<file path="src/logic/mgt_regs_defines.svh">
// Register map, widths and constants shared by the link control block and its testbench
`ifndef MGT_REGS_DEFINES_SVH
`define MGT_REGS_DEFINES_SVH

// ----------------------------------------
// Register port geometry
// ----------------------------------------
`define MGT_REG_DWIDTH 32
`define MGT_REG_AWIDTH 14

// Offsets from REG_BASE
`define MGT_REG_PORT_INFO       14'h0
`define MGT_REG_MAC_CTRL_STATUS 14'h4   // Ctrl on write, status on read
`define MGT_REG_PHY_STATUS      14'h8
`define MGT_REG_OVERRUNS        14'h20
`define MGT_REG_CHECKSUM_ERRORS 14'h24
`define MGT_REG_BIST_SAMPS      14'h28
`define MGT_REG_BIST_ERRORS     14'h2C

// ----------------------------------------
// Port info constants
// ----------------------------------------
`define MGT_COMPAT_NUM      8'd1
`define MGT_PROTOCOL_AURORA 8'd3

// Datapath widths
`define MGT_BIST_CNT_WIDTH 48
`define MGT_LOCK_LAT_WIDTH 20

`define MGT_ACT_STRETCH 16    // Cycles of activity after last beat

`endif
</file>
<file path="src/logic/mgt_regs_pkg.sv">
// Register word layouts for MAC control and MAC status, used by the RTL and the testbench
package mgt_regs_pkg;

  // MAC control word, written raw and read back by field
  typedef union packed {
    logic [31:0] raw;
    struct packed {
      logic [20:0] reserved;          // [31:11]
      logic        mac_clear;         // [10]
      logic        phy_areset;        // [9]
      logic [5:0]  bist_gen_rate;     // [8:3]
      logic        bist_loopback_en;  // [2]
      logic        bist_gen_en;       // [1]
      logic        bist_checker_en;   // [0]
    } f;
  } mac_ctrl_u;

  // MAC status word, built by field and read back raw
  typedef union packed {
    logic [31:0] raw;
    struct packed {
      logic [5:0]  zero;              // [31:26]
      logic        crit_err;          // [25]
      logic        const_one;         // [24]
      logic        gt_pll_lock;       // [23]
      logic        qpll_refclk_lost;  // [22]
      logic        qpll_lock;         // [21]
      logic        qpll_reset;        // [20]
      logic [15:0] lock_latency;      // [19:4]
      logic        bist_locked;       // [3]
      logic        soft_err;          // [2]
      logic        hard_err;          // [1]
      logic        channel_up;        // [0]
    } f;
  } mac_status_u;

endpackage

</file>
<file path="src/logic/mgt_ctrl_core.sv">
// Top of the bus-clock control and status block for an Aurora serial-link port
`timescale 1ns/1ps
`include "mgt_regs_defines.svh"

module mgt_ctrl_core #(
  parameter logic [`MGT_REG_AWIDTH-1:0] REG_BASE = '0,
  parameter logic [7:0]                 PORTNUM  = 8'd0
)(
  input  logic                           bus_clk,
  input  logic                           bus_rst,
  // Register port
  input  logic                           wr_req_i,
  input  logic [`MGT_REG_AWIDTH-1:0]     wr_addr_i,
  input  logic [`MGT_REG_DWIDTH-1:0]     wr_data_i,
  input  logic                           rd_req_i,
  input  logic [`MGT_REG_AWIDTH-1:0]     rd_addr_i,
  output logic                           rd_resp_o,
  output logic [`MGT_REG_DWIDTH-1:0]     rd_data_o,
  // Link status
  input  logic                           channel_up_i,
  input  logic                           hard_err_i,
  input  logic                           soft_err_i,
  input  logic                           crit_err_i,
  input  logic                           gt_pll_lock_i,
  input  logic                           qpll_reset_i,
  input  logic                           qpll_lock_i,
  input  logic                           qpll_refclk_lost_i,
  input  logic                           bist_locked_i,
  // Counters, already on bus_clk
  input  logic [`MGT_REG_DWIDTH-1:0]     overruns_i,
  input  logic [`MGT_REG_DWIDTH-1:0]     checksum_errors_i,
  input  logic [`MGT_BIST_CNT_WIDTH-1:0] bist_samps_i,
  input  logic [`MGT_BIST_CNT_WIDTH-1:0] bist_errors_i,
  // Stream handshakes
  input  logic                           tx_valid_i,
  input  logic                           tx_ready_i,
  input  logic                           rx_valid_i,
  input  logic                           rx_ready_i,
  // Control fields for the BIST generator and PHY
  output logic                           bist_gen_en_o,
  output logic [5:0]                     bist_gen_rate_o,
  output logic                           bist_loopback_en_o,
  output logic                           phy_areset_o,
  output logic                           link_up_o,
  output logic                           activity_o
);

  import mgt_regs_pkg::*;

  mac_ctrl_u                  mac_ctrl;
  mac_status_u                mac_status;
  logic [`MGT_REG_DWIDTH-1:0] phy_status;
  logic                       link_up;
  logic                       activity;

  ctrl_regs #(.REG_BASE(REG_BASE)) ctrl_regs_i (
    .bus_clk, .bus_rst, .wr_req_i, .wr_addr_i, .wr_data_i,
    .mac_ctrl_o (mac_ctrl)
  );

  status_capture status_capture_i (
    .bus_clk, .bus_rst, .channel_up_i, .hard_err_i, .soft_err_i, .crit_err_i,
    .gt_pll_lock_i, .qpll_reset_i, .qpll_lock_i, .qpll_refclk_lost_i, .bist_locked_i,
    .mac_ctrl_i   (mac_ctrl),
    .mac_status_o (mac_status),
    .phy_status_o (phy_status),
    .link_up_o    (link_up)
  );

  regport_readback #(.REG_BASE(REG_BASE), .PORTNUM(PORTNUM)) regport_readback_i (
    .bus_clk, .bus_rst, .rd_req_i, .rd_addr_i,
    .mac_status_i (mac_status),
    .phy_status_i (phy_status),
    .link_up_i    (link_up),
    .activity_i   (activity),
    .overruns_i, .checksum_errors_i, .bist_samps_i, .bist_errors_i,
    .rd_resp_o, .rd_data_o
  );

  activity_stretch activity_stretch_i (
    .bus_clk, .bus_rst,
    .link_up_i  (link_up),
    .tx_valid_i, .tx_ready_i, .rx_valid_i, .rx_ready_i,
    .activity_o (activity)
  );

  // Control fields straight off the register
  assign bist_gen_en_o      = mac_ctrl.f.bist_gen_en;
  assign bist_gen_rate_o    = mac_ctrl.f.bist_gen_rate;
  assign bist_loopback_en_o = mac_ctrl.f.bist_loopback_en;
  assign phy_areset_o       = mac_ctrl.f.phy_areset;
  assign link_up_o          = link_up;
  assign activity_o         = activity;

endmodule

</file>
<file path="src/logic/activity_stretch.sv">
// Stretches stream handshake beats into an activity level for the port LED
`timescale 1ns/1ps
`include "mgt_regs_defines.svh"

module activity_stretch (
  input  logic bus_clk,
  input  logic bus_rst,
  input  logic link_up_i,
  input  logic tx_valid_i,
  input  logic tx_ready_i,
  input  logic rx_valid_i,
  input  logic rx_ready_i,
  output logic activity_o
);

  localparam int unsigned CNT_W = $clog2(`MGT_ACT_STRETCH + 1);
  localparam logic [CNT_W-1:0] STRETCH_LOAD = `MGT_ACT_STRETCH;

  logic             beat;
  logic [CNT_W-1:0] stretch_cnt_q;

  // A beat on either stream
  assign beat = (tx_valid_i && tx_ready_i) || (rx_valid_i && rx_ready_i);

  // ----------------------------------------
  // Down-counter, held at zero with no link
  // ----------------------------------------
  always_ff @(posedge bus_clk) begin
    if (bus_rst || !link_up_i) begin
      stretch_cnt_q <= '0;
    end else if (beat) begin
      stretch_cnt_q <= STRETCH_LOAD;    // Restart on every beat
    end else if (stretch_cnt_q != '0) begin
      stretch_cnt_q <= stretch_cnt_q - 1'b1;
    end
  end

  assign activity_o = (stretch_cnt_q != '0);

endmodule

</file>
<file path="src/logic/regport_readback.sv">
// Registered read decoder returning port info, status and counter words
`timescale 1ns/1ps
`include "mgt_regs_defines.svh"

module regport_readback #(
  parameter logic [`MGT_REG_AWIDTH-1:0] REG_BASE = '0,
  parameter logic [7:0]                 PORTNUM  = 8'd0
)(
  input  logic                           bus_clk,
  input  logic                           bus_rst,
  input  logic                           rd_req_i,
  input  logic [`MGT_REG_AWIDTH-1:0]     rd_addr_i,
  input  mgt_regs_pkg::mac_status_u      mac_status_i,
  input  logic [`MGT_REG_DWIDTH-1:0]     phy_status_i,
  input  logic                           link_up_i,
  input  logic                           activity_i,
  input  logic [`MGT_REG_DWIDTH-1:0]     overruns_i,
  input  logic [`MGT_REG_DWIDTH-1:0]     checksum_errors_i,
  input  logic [`MGT_BIST_CNT_WIDTH-1:0] bist_samps_i,
  input  logic [`MGT_BIST_CNT_WIDTH-1:0] bist_errors_i,
  output logic                           rd_resp_o,
  output logic [`MGT_REG_DWIDTH-1:0]     rd_data_o
);

  localparam logic [`MGT_REG_AWIDTH-1:0] A_PORT_INFO = REG_BASE + `MGT_REG_PORT_INFO;
  localparam logic [`MGT_REG_AWIDTH-1:0] A_MAC_STAT  = REG_BASE + `MGT_REG_MAC_CTRL_STATUS;
  localparam logic [`MGT_REG_AWIDTH-1:0] A_PHY_STAT  = REG_BASE + `MGT_REG_PHY_STATUS;
  localparam logic [`MGT_REG_AWIDTH-1:0] A_OVERRUNS  = REG_BASE + `MGT_REG_OVERRUNS;
  localparam logic [`MGT_REG_AWIDTH-1:0] A_CSUM_ERR  = REG_BASE + `MGT_REG_CHECKSUM_ERRORS;
  localparam logic [`MGT_REG_AWIDTH-1:0] A_BIST_SAMP = REG_BASE + `MGT_REG_BIST_SAMPS;
  localparam logic [`MGT_REG_AWIDTH-1:0] A_BIST_ERR  = REG_BASE + `MGT_REG_BIST_ERRORS;

  logic                       addr_hit;
  logic                       rd_accept;
  logic [`MGT_REG_DWIDTH-1:0] rd_word;
  logic                       rd_resp_q;
  logic [`MGT_REG_DWIDTH-1:0] rd_data_q;

  // ----------------------------------------
  // Address decode
  // ----------------------------------------
  always_comb begin
    addr_hit = 1'b1;
    case (rd_addr_i)
      A_PORT_INFO: rd_word = {`MGT_COMPAT_NUM, 6'h0, activity_i, link_up_i,
                              `MGT_PROTOCOL_AURORA, PORTNUM};
      A_MAC_STAT:  rd_word = mac_status_i.raw;
      A_PHY_STAT:  rd_word = phy_status_i;
      A_OVERRUNS:  rd_word = overruns_i;
      A_CSUM_ERR:  rd_word = checksum_errors_i;
      A_BIST_SAMP: rd_word = bist_samps_i[`MGT_BIST_CNT_WIDTH-1 -: `MGT_REG_DWIDTH];  // /2^16
      A_BIST_ERR:  rd_word = bist_errors_i[`MGT_REG_DWIDTH-1:0];
      default: begin
        addr_hit = 1'b0;   // Unmapped, stay silent
        rd_word  = '0;
      end
    endcase
  end

  // A request landing on a response cycle is dropped
  assign rd_accept = rd_req_i && addr_hit && !rd_resp_q;

  always_ff @(posedge bus_clk) begin
    if (bus_rst) begin
      rd_resp_q <= 1'b0;
    end else begin
      rd_resp_q <= rd_accept;
    end
  end

  always_ff @(posedge bus_clk) begin
    if (rd_accept) rd_data_q <= rd_word;
  end

  assign rd_resp_o = rd_resp_q;
  assign rd_data_o = rd_data_q;

  a_single_resp: assert property (@(posedge bus_clk) disable iff (bus_rst)
                                  rd_resp_o |=> !rd_resp_o)
    else $error("read response held for two cycles");

endmodule

</file>
<file path="src/logic/status_capture.sv">
// Brings link status into the bus clock domain and builds the MAC and PHY status words
`timescale 1ns/1ps
`include "mgt_regs_defines.svh"

module status_capture (
  input  logic                       bus_clk,
  input  logic                       bus_rst,
  // Levels from the link clock domain
  input  logic                       channel_up_i,
  input  logic                       hard_err_i,
  input  logic                       soft_err_i,
  input  logic                       crit_err_i,
  input  logic                       gt_pll_lock_i,
  // Reported as they come
  input  logic                       qpll_reset_i,
  input  logic                       qpll_lock_i,
  input  logic                       qpll_refclk_lost_i,
  input  logic                       bist_locked_i,
  input  mgt_regs_pkg::mac_ctrl_u    mac_ctrl_i,
  output mgt_regs_pkg::mac_status_u  mac_status_o,
  output logic [`MGT_REG_DWIDTH-1:0] phy_status_o,
  output logic                       link_up_o
);

  import mgt_regs_pkg::*;

  // Bit positions in the synchronizer vector
  localparam int unsigned S_CHAN = 0;
  localparam int unsigned S_HERR = 1;
  localparam int unsigned S_SERR = 2;
  localparam int unsigned S_CERR = 3;
  localparam int unsigned S_PLL  = 4;

  logic [4:0]                     async_lvl;
  logic [4:0]                     sync_meta_q;
  logic [4:0]                     sync_q;
  logic [`MGT_LOCK_LAT_WIDTH-1:0] lock_lat_q;
  logic                           crit_err_q;
  logic                           checker_en;
  logic                           mac_clear;
  mac_status_u                    status_w;

  assign checker_en = mac_ctrl_i.f.bist_checker_en;
  assign mac_clear  = mac_ctrl_i.f.mac_clear;

  assign async_lvl = {gt_pll_lock_i, crit_err_i, soft_err_i, hard_err_i, channel_up_i};

  // ----------------------------------------
  // Two-flop synchronizers
  // ----------------------------------------
  always_ff @(posedge bus_clk) begin
    sync_meta_q <= async_lvl;
    sync_q      <= sync_meta_q;
  end

  // BIST lock latency, frozen once the checker locks
  always_ff @(posedge bus_clk) begin
    if (bus_rst) begin
      lock_lat_q <= '0;
    end else if (!checker_en && !bist_locked_i) begin
      lock_lat_q <= '0;
    end else if (checker_en && !bist_locked_i) begin
      lock_lat_q <= lock_lat_q + 1'b1;
    end
  end

  // Sticky critical error
  always_ff @(posedge bus_clk) begin
    if (bus_rst || mac_clear) begin
      crit_err_q <= 1'b0;
    end else if (sync_q[S_CERR]) begin
      crit_err_q <= 1'b1;
    end
  end

  // ----------------------------------------
  // Status words
  // ----------------------------------------
  always_comb begin
    status_w                    = '0;
    status_w.f.channel_up       = sync_q[S_CHAN];
    status_w.f.hard_err         = sync_q[S_HERR];
    status_w.f.soft_err         = sync_q[S_SERR];
    status_w.f.bist_locked      = bist_locked_i;
    status_w.f.lock_latency     = lock_lat_q[`MGT_LOCK_LAT_WIDTH-1:4];  // 16-cycle units
    status_w.f.qpll_reset       = qpll_reset_i;
    status_w.f.qpll_lock        = qpll_lock_i;
    status_w.f.qpll_refclk_lost = qpll_refclk_lost_i;
    status_w.f.gt_pll_lock      = sync_q[S_PLL];
    status_w.f.const_one        = 1'b1;
    status_w.f.crit_err         = crit_err_q;
  end

  assign mac_status_o = status_w;
  assign phy_status_o = {30'd0, hard_err_i, channel_up_i};  // Raw levels, as on hardware
  assign link_up_o    = sync_q[S_CHAN];

  property p_crit_err_sticky;
    @(posedge bus_clk) disable iff (bus_rst)
      $fell(crit_err_q) |-> $past(bus_rst || mac_clear);
  endproperty

  a_crit_err_sticky: assert property (p_crit_err_sticky)
    else $error("critical error flag cleared without reset or mac_clear");

endmodule

</file>
<file path="src/logic/ctrl_regs.sv">
// Write decoder holding the MAC control register of the link port
`timescale 1ns/1ps
`include "mgt_regs_defines.svh"

module ctrl_regs #(
  parameter logic [`MGT_REG_AWIDTH-1:0] REG_BASE = '0
)(
  input  logic                       bus_clk,
  input  logic                       bus_rst,
  input  logic                       wr_req_i,
  input  logic [`MGT_REG_AWIDTH-1:0] wr_addr_i,
  input  logic [`MGT_REG_DWIDTH-1:0] wr_data_i,
  output mgt_regs_pkg::mac_ctrl_u    mac_ctrl_o
);

  import mgt_regs_pkg::*;

  localparam logic [`MGT_REG_AWIDTH-1:0] MAC_CTRL_ADDR = REG_BASE + `MGT_REG_MAC_CTRL_STATUS;

  mac_ctrl_u mac_ctrl_q;
  logic      ctrl_wr_hit;

  assign ctrl_wr_hit = wr_req_i && (wr_addr_i == MAC_CTRL_ADDR);

  // ----------------------------------------
  // Control register
  // ----------------------------------------
  always_ff @(posedge bus_clk) begin
    if (bus_rst) begin
      mac_ctrl_q.raw <= '0;   // Aurora resets with everything off
    end else if (ctrl_wr_hit) begin
      mac_ctrl_q.raw <= wr_data_i;
    end
  end

  assign mac_ctrl_o = mac_ctrl_q;

  // Fields downstream only move on a control write or out of reset
  property p_ctrl_only_on_write;
    @(posedge bus_clk) disable iff (bus_rst)
      !$stable(mac_ctrl_q.raw) |-> ($past(ctrl_wr_hit) || $past(bus_rst));
  endproperty

  a_ctrl_only_on_write: assert property (p_ctrl_only_on_write)
    else $error("mac_ctrl changed without a control write");

endmodule

</file>
<file path="config.mk">
export PLATFORM = sky130hd
export DESIGN_NAME = mgt_ctrl_core
export DESIGN_NICKNAME = d
export VERILOG_FILES = /design/src/logic/mgt_regs_pkg.sv /design/src/logic/mgt_ctrl_core.sv /design/src/logic/activity_stretch.sv /design/src/logic/regport_readback.sv /design/src/logic/status_capture.sv /design/src/logic/ctrl_regs.sv
export VERILOG_INCLUDE_DIRS = /design/src /design/src/logic
export SDC_FILE = /design/constraint.sdc
export NUM_CORES = 1
export LEC_CHECK = 0
export BUFFER_PORTS_ARGS = -buffer_cell sky130_fd_sc_hd__buf_2
export CAP_MARGIN = 20
export CORE_ASPECT_RATIO = 0.8
export CORE_MARGIN = 3
export CORE_UTILIZATION = 30
export DETAILED_ROUTE_END_ITERATION = 16
export PLACE_DENSITY_LB_ADDON = 0.15
export SLEW_MARGIN = 20
export SYNTH_ARGS = -nofsm -noshare
export SYNTH_HDL_FRONTEND = slang
export SYNTH_SLANG_ARGS = --single-unit
</file>
<file path="constraint.sdc">
create_clock -name bus_clk -period 13.4 [get_ports bus_clk]
set_input_delay 2.01 -clock bus_clk [delete_from_list [all_inputs] [get_ports bus_clk]]
set_output_delay 2.01 -clock bus_clk [all_outputs]
set_load 0.1 [all_outputs]
</file>
==> results of run 1 <==
synthesized netlist by cell type (4+ instances only):
cell and instances:
dfxtp_1 48, o22ai_1 10, o21ai_0 15, xor2_1 8
a22oi_1 19, mux2i_1 24, or4_1 4, nand3_1 18
nand2_1 27, inv_1 5, nor3_1 8, edfxtp_1 32
o211ai_1 7, nor4_1 4, buf_4 7, or3_1 8
nor2b_1 12, a21oi_1 29, buf_2 14, mux2_2 12
o31ai_1 4, clkbuf_1 14, and3_1 5, nand2b_1 4
nand4_1 8, nor2_1 40, mux4_2 8
critical path: cells and delay by family (launching register included):
| kind | cells | cell delay [ps] |
|---|---|---|
| adder cells (fa/ha/maj) | 1 | 210 |
| buffers and inverters | 3 | 620 |
| flip-flops | 1 | 310 |
| AND/OR/NAND/NOR | 1 | 740 |
layout by cell type, fill, tap and decap left out, drive strengths merged, types with 2 or more instances in the layout:
master	synthesis	routed
inv	5	5
nor3	8	8
clkbuf	14	16
dfxtp	48	48
nor2b	12	12
or4	6	6
nand3	18	18
nor2	40	40
nand2	28	28
o31ai	4	4
mux4	8	8
mux2i	24	24
buf	22	235
nand4	8	8
a31oi	2	2
and3	5	5
xor2	8	8
nand3b	2	2
o211ai	7	7
o21ai	15	15
a21oi	29	29
nand2b	4	4
ha	2	2
o22ai	10	10
nor4	5	5
xnor2	3	3
nor3b	2	2
or3	8	8
mux2	12	12
edfxtp	32	32
nor4b	2	2
a22oi	19	19
and4	3	3
stage by stage:
stage	power [W]	util
global route	0.000609	0.424
CTS	0.000593	0.424
floorplan	0.000297	-
detailed placement	0.000332	0.400
finish	0.000585	0.424
global placement	0.000331	0.399
power by group through the flow:
stage	Combinational [W]	Sequential, W	Clock (W)
global placement	0.0000707	0.000260	0
finish	0.0000716	0.000255	0.000259
detailed placement	0.0000720	0.000260	0
CTS	0.0000723	0.000255	0.000265
floorplan	0.0000358	0.000261	0
global route	0.0000787	0.000255	0.000276
routing by layer:
| metal | GRT usage | vias to the layer above |
|---|---|---|
| met5 | 0 | - |
| met4 | 0.0548 | 0 |
| met3 | 0.0503 | 21 |
| met2 | 0.296 | 137 |
| met1 | 0.218 | 1986 |
| li1 | - | 2030 |
state kept, by name, indices dropped and copies added, names as in the netlist:
| signal | count |
|---|---|
| status_capture_i.crit_err_q | 1 |
| status_capture_i.sync_q | 5 |
| regport_readback_i.rd_resp_o | 1 |
| regport_readback_i.rd_data_o | 32 |
| activity_stretch_i.stretch_cnt_q | 5 |
| ctrl_regs_i.mac_ctrl_o | 11 |
| status_capture_i.sync_meta_q | 5 |
| status_capture_i.lock_lat_q | 20 |
worst paths after layout:
check	to	depth (start not counted)
min	status_capture_i.sync_q[0]$_DFF_P_	0
max reg2reg	regport_readback_i.rd_data_o[17]$_DFFE_PP_	6
max	activity_o	5
min reg2reg	status_capture_i.sync_q[0]$_DFF_P_	0
kinds of logic after synthesis:
kind of cell / Yosys count / synth area share
mux: 44 / 0.131
simple gates: 157 / 0.197
fa+ha+maj: 2 / 0.00592
buf+inv: 41 / 0.0468
xor+xnor: 11 / 0.0228
compound gates: 95 / 0.141
flops: 80 / 0.455
layout make-up:
cell class | count | area, um^2
fill | 1395 | 7890
inverter | 5 | 18.8
clock buffer | 16 | 324
timing repair buffer | 235 | 1200
tap | 180 | 225
sequential | 80 | 1920
multi-input combinational | 309 | 2110
==> flow_summary.ini, run 1 <==
[outcome]
status = finished, final reports clean

[detailed_routing]
wl_met1_mm = 6.10
vias = 4174
post_drt_wl_per_cell_um = 17.2
vias_per_cell = 5.06
drc = 0
wl_mm = 14.2
wl_met2_mm = 6.91
postRouteAntennaNets = 0
drt_iter0_markers = 205
dr_wl_met3_um = 884
highest_layer = met4
drtPass1Iterations = 4

[logic_synthesis]
yosys_warnings = 0
syn_area_um2 = 4230
seq_area_frac_synth = 0.455
yosysTopAreaCell = dfxtp_1
netlist_instances = 430
netlist_top_cells_area = dfxtp_1, edfxtp_1, mux2i_1, mux4_2, nor2_1
yosysUniqueCellTypes = 53
syn_avg_cell_area_um2 = 9.83
synthArstFlopShare = 0
synth_flop_cell = dfxtp_1
synth_edf_count = 32
ys_ff_latch = 80
synth_top_area_share = 0.227
syn-num-nets = 669

[final_layout]
area_growth_pct = 37.2
drive_gt1_frac = 0.428
design_area_um2 = 5800
layout.cells.non_filler = 825
layout.nets = 879
antenna_cells = 0

[sta]
slew-limit-headroom = 0.297
fin_crit_sh = 0.315
maxSlewViolCount = 0
worst_slack_ps = 9180
hold_viol = 0
worst_pin_slew_ps = 1050
fin_worst_skew_ps = 4.73
finalWorstPathRequiredPeriod_ps = 4220
rsz0062_at_grt = false
fmax_mhz = 237
fin_setup_tns_ps = 0
setup_viol = 0
fin_hold_ws_ps = 326

[pwr]
p_int_w = 0.000454
p_seq_frac = 0.436
power_leakage_nw = 2.42
power_density_nw_per_um2 = 101
combPwrFrac = 0.122
ir_drop_uv = 52.4
switchingPower_w = 0.000131
clkPwrFrac = 0.442
p_sw_frac = 0.224

[setup_path]
crit_path_max_fanout = 5
r2r_start = activity_stretch_i.stretch_cnt_q[0]$_SDFFE_PP0P_
end_kind = output port
cp-start-kind = flop
crit_chain = inv_1, ha_1, nor4b_1, inv_1, buf_2
crit_top_cell = inv_1
max_stage_delay_ps = 740
required_ps = 11390
crit_type = reg -> out
crit_start = activity_stretch_i.stretch_cnt_q[0]$_SDFFE_PP0P_
critPathSlowestCell = nor4b_1
r2r_setup_slack_ps = 11310
worstPathArrival_ps = 2210

[clocking]
clockRootBuffer = clkbuf_16
cts_tree = yes
cts_setup_buffers = 0
cts-buffers-inserted = 9
hold_buffers = 0
clock-sinks = 80
clk_pin_slew_ps = 60
cts_resized = 0
htreeDepth = 3
ctsLongestPathBuffers = 2
clk_latency_ps = 330

[global_routing]
grt_max_degree = 47
overflow = 0
grt_pass1_wl_mm = 21.8
antenna_found_initial = 0
grt_pass1_vias = 4173
grtUsageTotal = 0.175

[floorplan]
dieArea_um2 = 15600
die_w_um = 139
core_area_um2 = 13700
initial_core_util = 0.309
io_pins = 281
num_rows = 38
die_y_um = 112

[placement]
port_buffers = 227
dp_cells = 809
dp_slack_ps = 8920
place_area_um2 = 5480
dp_hpwl_mm = 10.8
gp_congestion = 0.844

[min_path]
hold_path.class = reg -> reg
hold_start = status_capture_i.sync_meta_q[0]$_DFF_P_

[job]
cap_violations = 0
No activity file was read; power rests on OpenSTA's default activity.
==> inputs of run 2 (changes only) <==
==> constraint.sdc (replaced) <==
create_clock -name bus_clk -period 3.7 [get_ports bus_clk]
set_input_delay 0.555 -clock bus_clk [delete_from_list [all_inputs] [get_ports bus_clk]]
set_output_delay 0.555 -clock bus_clk [all_outputs]
set_load 0.1 [all_outputs]
==> flow_summary.ini, run 2 (synthesis results as in run 1) <==
[detailed_routing]
wl_met2_mm = 6.52
vias = 4140
post_drt_wl_per_cell_um = 16.6
wl_mm = 13.7
highest_layer = met4
postRouteAntennaNets = 0
vias_per_cell = 5.01
drc = 0
dr_wl_met3_um = 984
wl_met1_mm = 5.98
drt_iter0_markers = 218
drtPass1Iterations = 5

[sta]
fin_crit_sh = 0.754
worst_pin_slew_ps = 920
finalWorstPathRequiredPeriod_ps = 2790
slew-limit-headroom = 0.378
setup_viol = 0
rsz0062_at_grt = false
fin_worst_skew_ps = 4.02
hold_viol = 0
maxSlewViolCount = 0
fmax_mhz = 358
fin_setup_tns_ps = 0

[setup_path]
r2r_setup_slack_ps = 1610
critPathTopFamily = simple AND/OR/NAND/NOR gates
required_ps = 3140
critPathBufInv = 3
critPathSlowestCell = nor4b_1
worstPathArrival_ps = 2240
crit_start = activity_stretch_i.stretch_cnt_q[0]$_SDFFE_PP0P_
crit_path_max_fanout = 5
critical_path_depth = 5
r2r-end = regport_readback_i.rd_data_o[17]$_DFFE_PP_
crit_path_end = activity_o
r2r_start = activity_stretch_i.stretch_cnt_q[0]$_SDFFE_PP0P_
crit_chain = inv_1, ha_1, nor4b_1, inv_1, buf_2
end_kind = output port
cp-start-kind = flop
crit_top_cell = inv_1
crit_type = reg -> out
reg2reg_depth = 6
max_stage_delay_ps = 770

[final_layout]
layout.cells.non_filler = 826
final_cell_mix = buf_2, dfxtp_1, nor2_1
layout.nets = 880
antenna_cells = 0
final_common_cell = buf_2
fillers = 1376
largest_register_ffs = 32
drive_gt1_frac = 0.430
area_growth_pct = 37.4

[floorplan]
die_w_um = 139
initial_core_util = 0.309
core_area_um2 = 13700
io_pins = 281
num_rows = 38
die_y_um = 112
dieArea_um2 = 15600

[clocking]
htreeDepth = 3
ctsLongestPathBuffers = 2
clock-sinks = 80
clockRootBuffer = clkbuf_16
hold_buffers = 0
clk_latency_ps = 330
cts-buffers-inserted = 9
cts_setup_buffers = 0
cts_tree = yes
clk_pin_slew_ps = 60
cts_resized = 0

[global_routing]
overflow = 0
grt_max_degree = 35
grtUsageTotal = 0.166
grt_pass1_vias = 3860
antenna_found_initial = 0
grt_pass1_wl_mm = 20.7

[placement]
gp_congestion = 0.867
dp_cells = 810
port_buffers = 227
dp_hpwl_mm = 10.5

[pwr]
ir_drop_uv = 209
power_leakage_nw = 2.43
power_density_nw_per_um2 = 359

[min_path]
hold_path.class = in -> reg

[job]
cap_violations = 0

[outcome]
status = finished, final reports clean
-- run 2: metal layers --
layer  vias up  GRT usage
li1       2036          -
met1      1922      0.220
met2       166      0.269
met3        16     0.0473
met4         0     0.0469
met5         -          0
-- run 2: where the power goes --
part	internal, W	leakage [nW]	switching (W)	total (W)
clock	0.000568	0.157	0.000334	0.000902
combinational	0.000134	1.63	0.000126	0.000260
sequential	0.000919	0.640	0.00000451	0.000923
total	0.00162	2.43	0.000464	0.00209
-- run 2: worst min-delay path by stage --
stage	start	end	cells after the start
floorplan	status_capture_i.sync_meta_q[0]$_DFF_P_	status_capture_i.sync_q[0]$_DFF_P_	0
global placement	status_capture_i.sync_meta_q[4]$_DFF_P_	status_capture_i.sync_q[4]$_DFF_P_	0
global route	crit_err_i	status_capture_i.sync_meta_q[3]$_DFF_P_	1
finish	gt_pll_lock_i	status_capture_i.sync_meta_q[4]$_DFF_P_	1
detailed placement	status_capture_i.sync_meta_q[3]$_DFF_P_	status_capture_i.sync_q[3]$_DFF_P_	0
CTS	gt_pll_lock_i	status_capture_i.sync_meta_q[4]$_DFF_P_	1
-- run 2: final cells by class --
| type | instances | area [um^2] | share of cell area |
|---|---|---|---|
| Sequential cell | 80 | 1920 | 0.331 |
| Inverter | 5 | 18.8 | 0.00323 |
| Timing Repair Buffer | 236 | 1200 | 0.207 |
| Tap cell | 180 | 225 | 0.0388 |
| Clock buffer | 15 | 309 | 0.0532 |
| Clock inverter | 1 | 5.00 | 0.000862 |
| Multi-Input combinational cell | 309 | 2120 | 0.366 |
-- run 2: stage by stage --
step	utilization	hold WS, ps	total power, W	setup slack, ps	instance area, um^2
global placement	0.401	311	0.00120	992	5490
floorplan	-	310	0.00108	150	4230
detailed placement	0.401	313	0.00120	979	5490
CTS	0.424	305	0.00212	835	5810
global route	0.424	303	0.00218	656	5810
finish	0.424	323	0.00209	910	5810
==> inputs of run 3 (changes only) <==
==> constraint.sdc (replaced) <==
create_clock -name bus_clk -period 2.3 [get_ports bus_clk]
set_input_delay 0.345 -clock bus_clk [delete_from_list [all_inputs] [get_ports bus_clk]]
set_output_delay 0.345 -clock bus_clk [all_outputs]
set_load 0.1 [all_outputs]
==> flow_summary.ini, run 3 (synthesis results as in run 1) <==
[setup_path]
critPathSlowestCell = nor4b_1
crit_path_max_fanout = 3
cp-start-kind = flop
required_ps = 1960
end_kind = output port
max_stage_delay_ps = 360
crit_top_cell = inv_1
critPathTopFamily = buffers and inverters
critPathBufInv = 3
crit_type = reg -> out
crit_chain = inv_1, ha_1, nor4b_1, inv_1, buf_2
worstPathArrival_ps = 1740

[pwr]
power_leakage_nw = 2.46
combPwrFrac = 0.131
ir_drop_uv = 361
clkPwrFrac = 0.419
p_int_w = 0.00253
p_sw_frac = 0.233
p_seq_frac = 0.450
switchingPower_w = 0.000769
power_density_nw_per_um2 = 562

[clocking]
cts_tree = yes
clock-sinks = 80
hold_buffers = 0
cts-buffers-inserted = 9
clk_pin_slew_ps = 60
htreeDepth = 3
ctsLongestPathBuffers = 2
cts_setup_buffers = 0
cts_resized = 0
clockRootBuffer = clkbuf_16
clk_latency_ps = 330

[sta]
slew-limit-headroom = 0.399
worst_pin_slew_ps = 900
finalWorstPathRequiredPeriod_ps = 2080
fin_setup_tns_ps = 0
fmax_mhz = 480
fin_crit_sh = 0.906
hold_viol = 0
fin_hold_ws_ps = 113
maxSlewViolCount = 0
setup_viol = 0
rsz0062_at_grt = false
fin_worst_skew_ps = 8.19

[floorplan]
io_pins = 281
dieArea_um2 = 15600
initial_core_util = 0.309
core_area_um2 = 13700
die_w_um = 139
die_y_um = 112
num_rows = 38

[detailed_routing]
post_drt_wl_per_cell_um = 16.3
vias_per_cell = 4.96
postRouteAntennaNets = 0
vias = 4139
drc = 0
drtPass1Iterations = 5
drt_iter0_markers = 214
wl_mm = 13.6

[final_layout]
final_common_cell = buf_2
layout.nets = 889
antenna_cells = 0
area_growth_pct = 39.1
drive_gt1_frac = 0.440
final_cell_mix = buf_2, dfxtp_1, nor2_1
largest_register_ffs = 32
layout.cells.non_filler = 835

[job]
cap_violations = 0

[global_routing]
grt_max_degree = 20
antenna_found_initial = 0
grtUsageTotal = 0.167
grt_pass1_wl_mm = 20.9
overflow = 0
grt_pass1_vias = 4014

[placement]
gp_congestion = 0.871
dp_cells = 819
port_buffers = 227
dp_hpwl_mm = 10.8

[min_path]
hold_path.class = in -> reg

[outcome]
status = finished, final reports clean
run 3: per-layer routing:
layer	GRT usage	wire, um
met1	0.216	5910
met2	0.282	6550
met3	0.0396	956
met4	0.0469	202
met5	0	0
run 3: path summary, 6_finish.rpt:
kind                                                                  startpoint                                         end  slack, ps  cells past startpoint
worst max-delay path            activity_stretch_i.stretch_cnt_q[0]$_SDFFE_PP0P_                                  activity_o        220                      5
worst min-delay path                                               gt_pll_lock_i     status_capture_i.sync_meta_q[4]$_DFF_P_        110                      1
worst max register to register  activity_stretch_i.stretch_cnt_q[0]$_SDFFE_PP0P_  regport_readback_i.rd_data_o[17]$_DFFE_PP_        560                      7
worst min register to register           status_capture_i.sync_meta_q[1]$_DFF_P_          status_capture_i.sync_q[1]$_DFF_P_        330                      0
run 3: final cells by class:
type                    count  area (um^2)
clock buffers              11          233
clock inverters             5         47.5
fillers                  1397         7810
inverters                   5         18.8
multi-input cells         309         2160
flip-flops and latches     80         1920
well taps                 180          225
repair buffers            245         1270
run 3: power by group through the flow:
stage | Clock (W) | Combinational, W | Sequential, W
floorplan | 0 | 0.000213 | 0.00152
global placement | 0 | 0.000430 | 0.00152
detailed placement | 0 | 0.000436 | 0.00152
CTS | 0.00142 | 0.000439 | 0.00148
global route | 0.00148 | 0.000476 | 0.00149
finish | 0.00138 | 0.000434 | 0.00149
run 3: per-stage QoR:
| stage | util | total power [W] | area [um^2] | setup slack [ps] |
|---|---|---|---|---|
| floorplan | - | 0.00173 | 4290 | -97.1 |
| global placement | 0.409 | 0.00195 | 5600 | 330 |
| detailed placement | 0.409 | 0.00195 | 5600 | 260 |
| CTS | 0.429 | 0.00334 | 5880 | 201 |
| global route | 0.429 | 0.00344 | 5880 | 53.8 |
| finish | 0.429 | 0.00330 | 5880 | 217 |
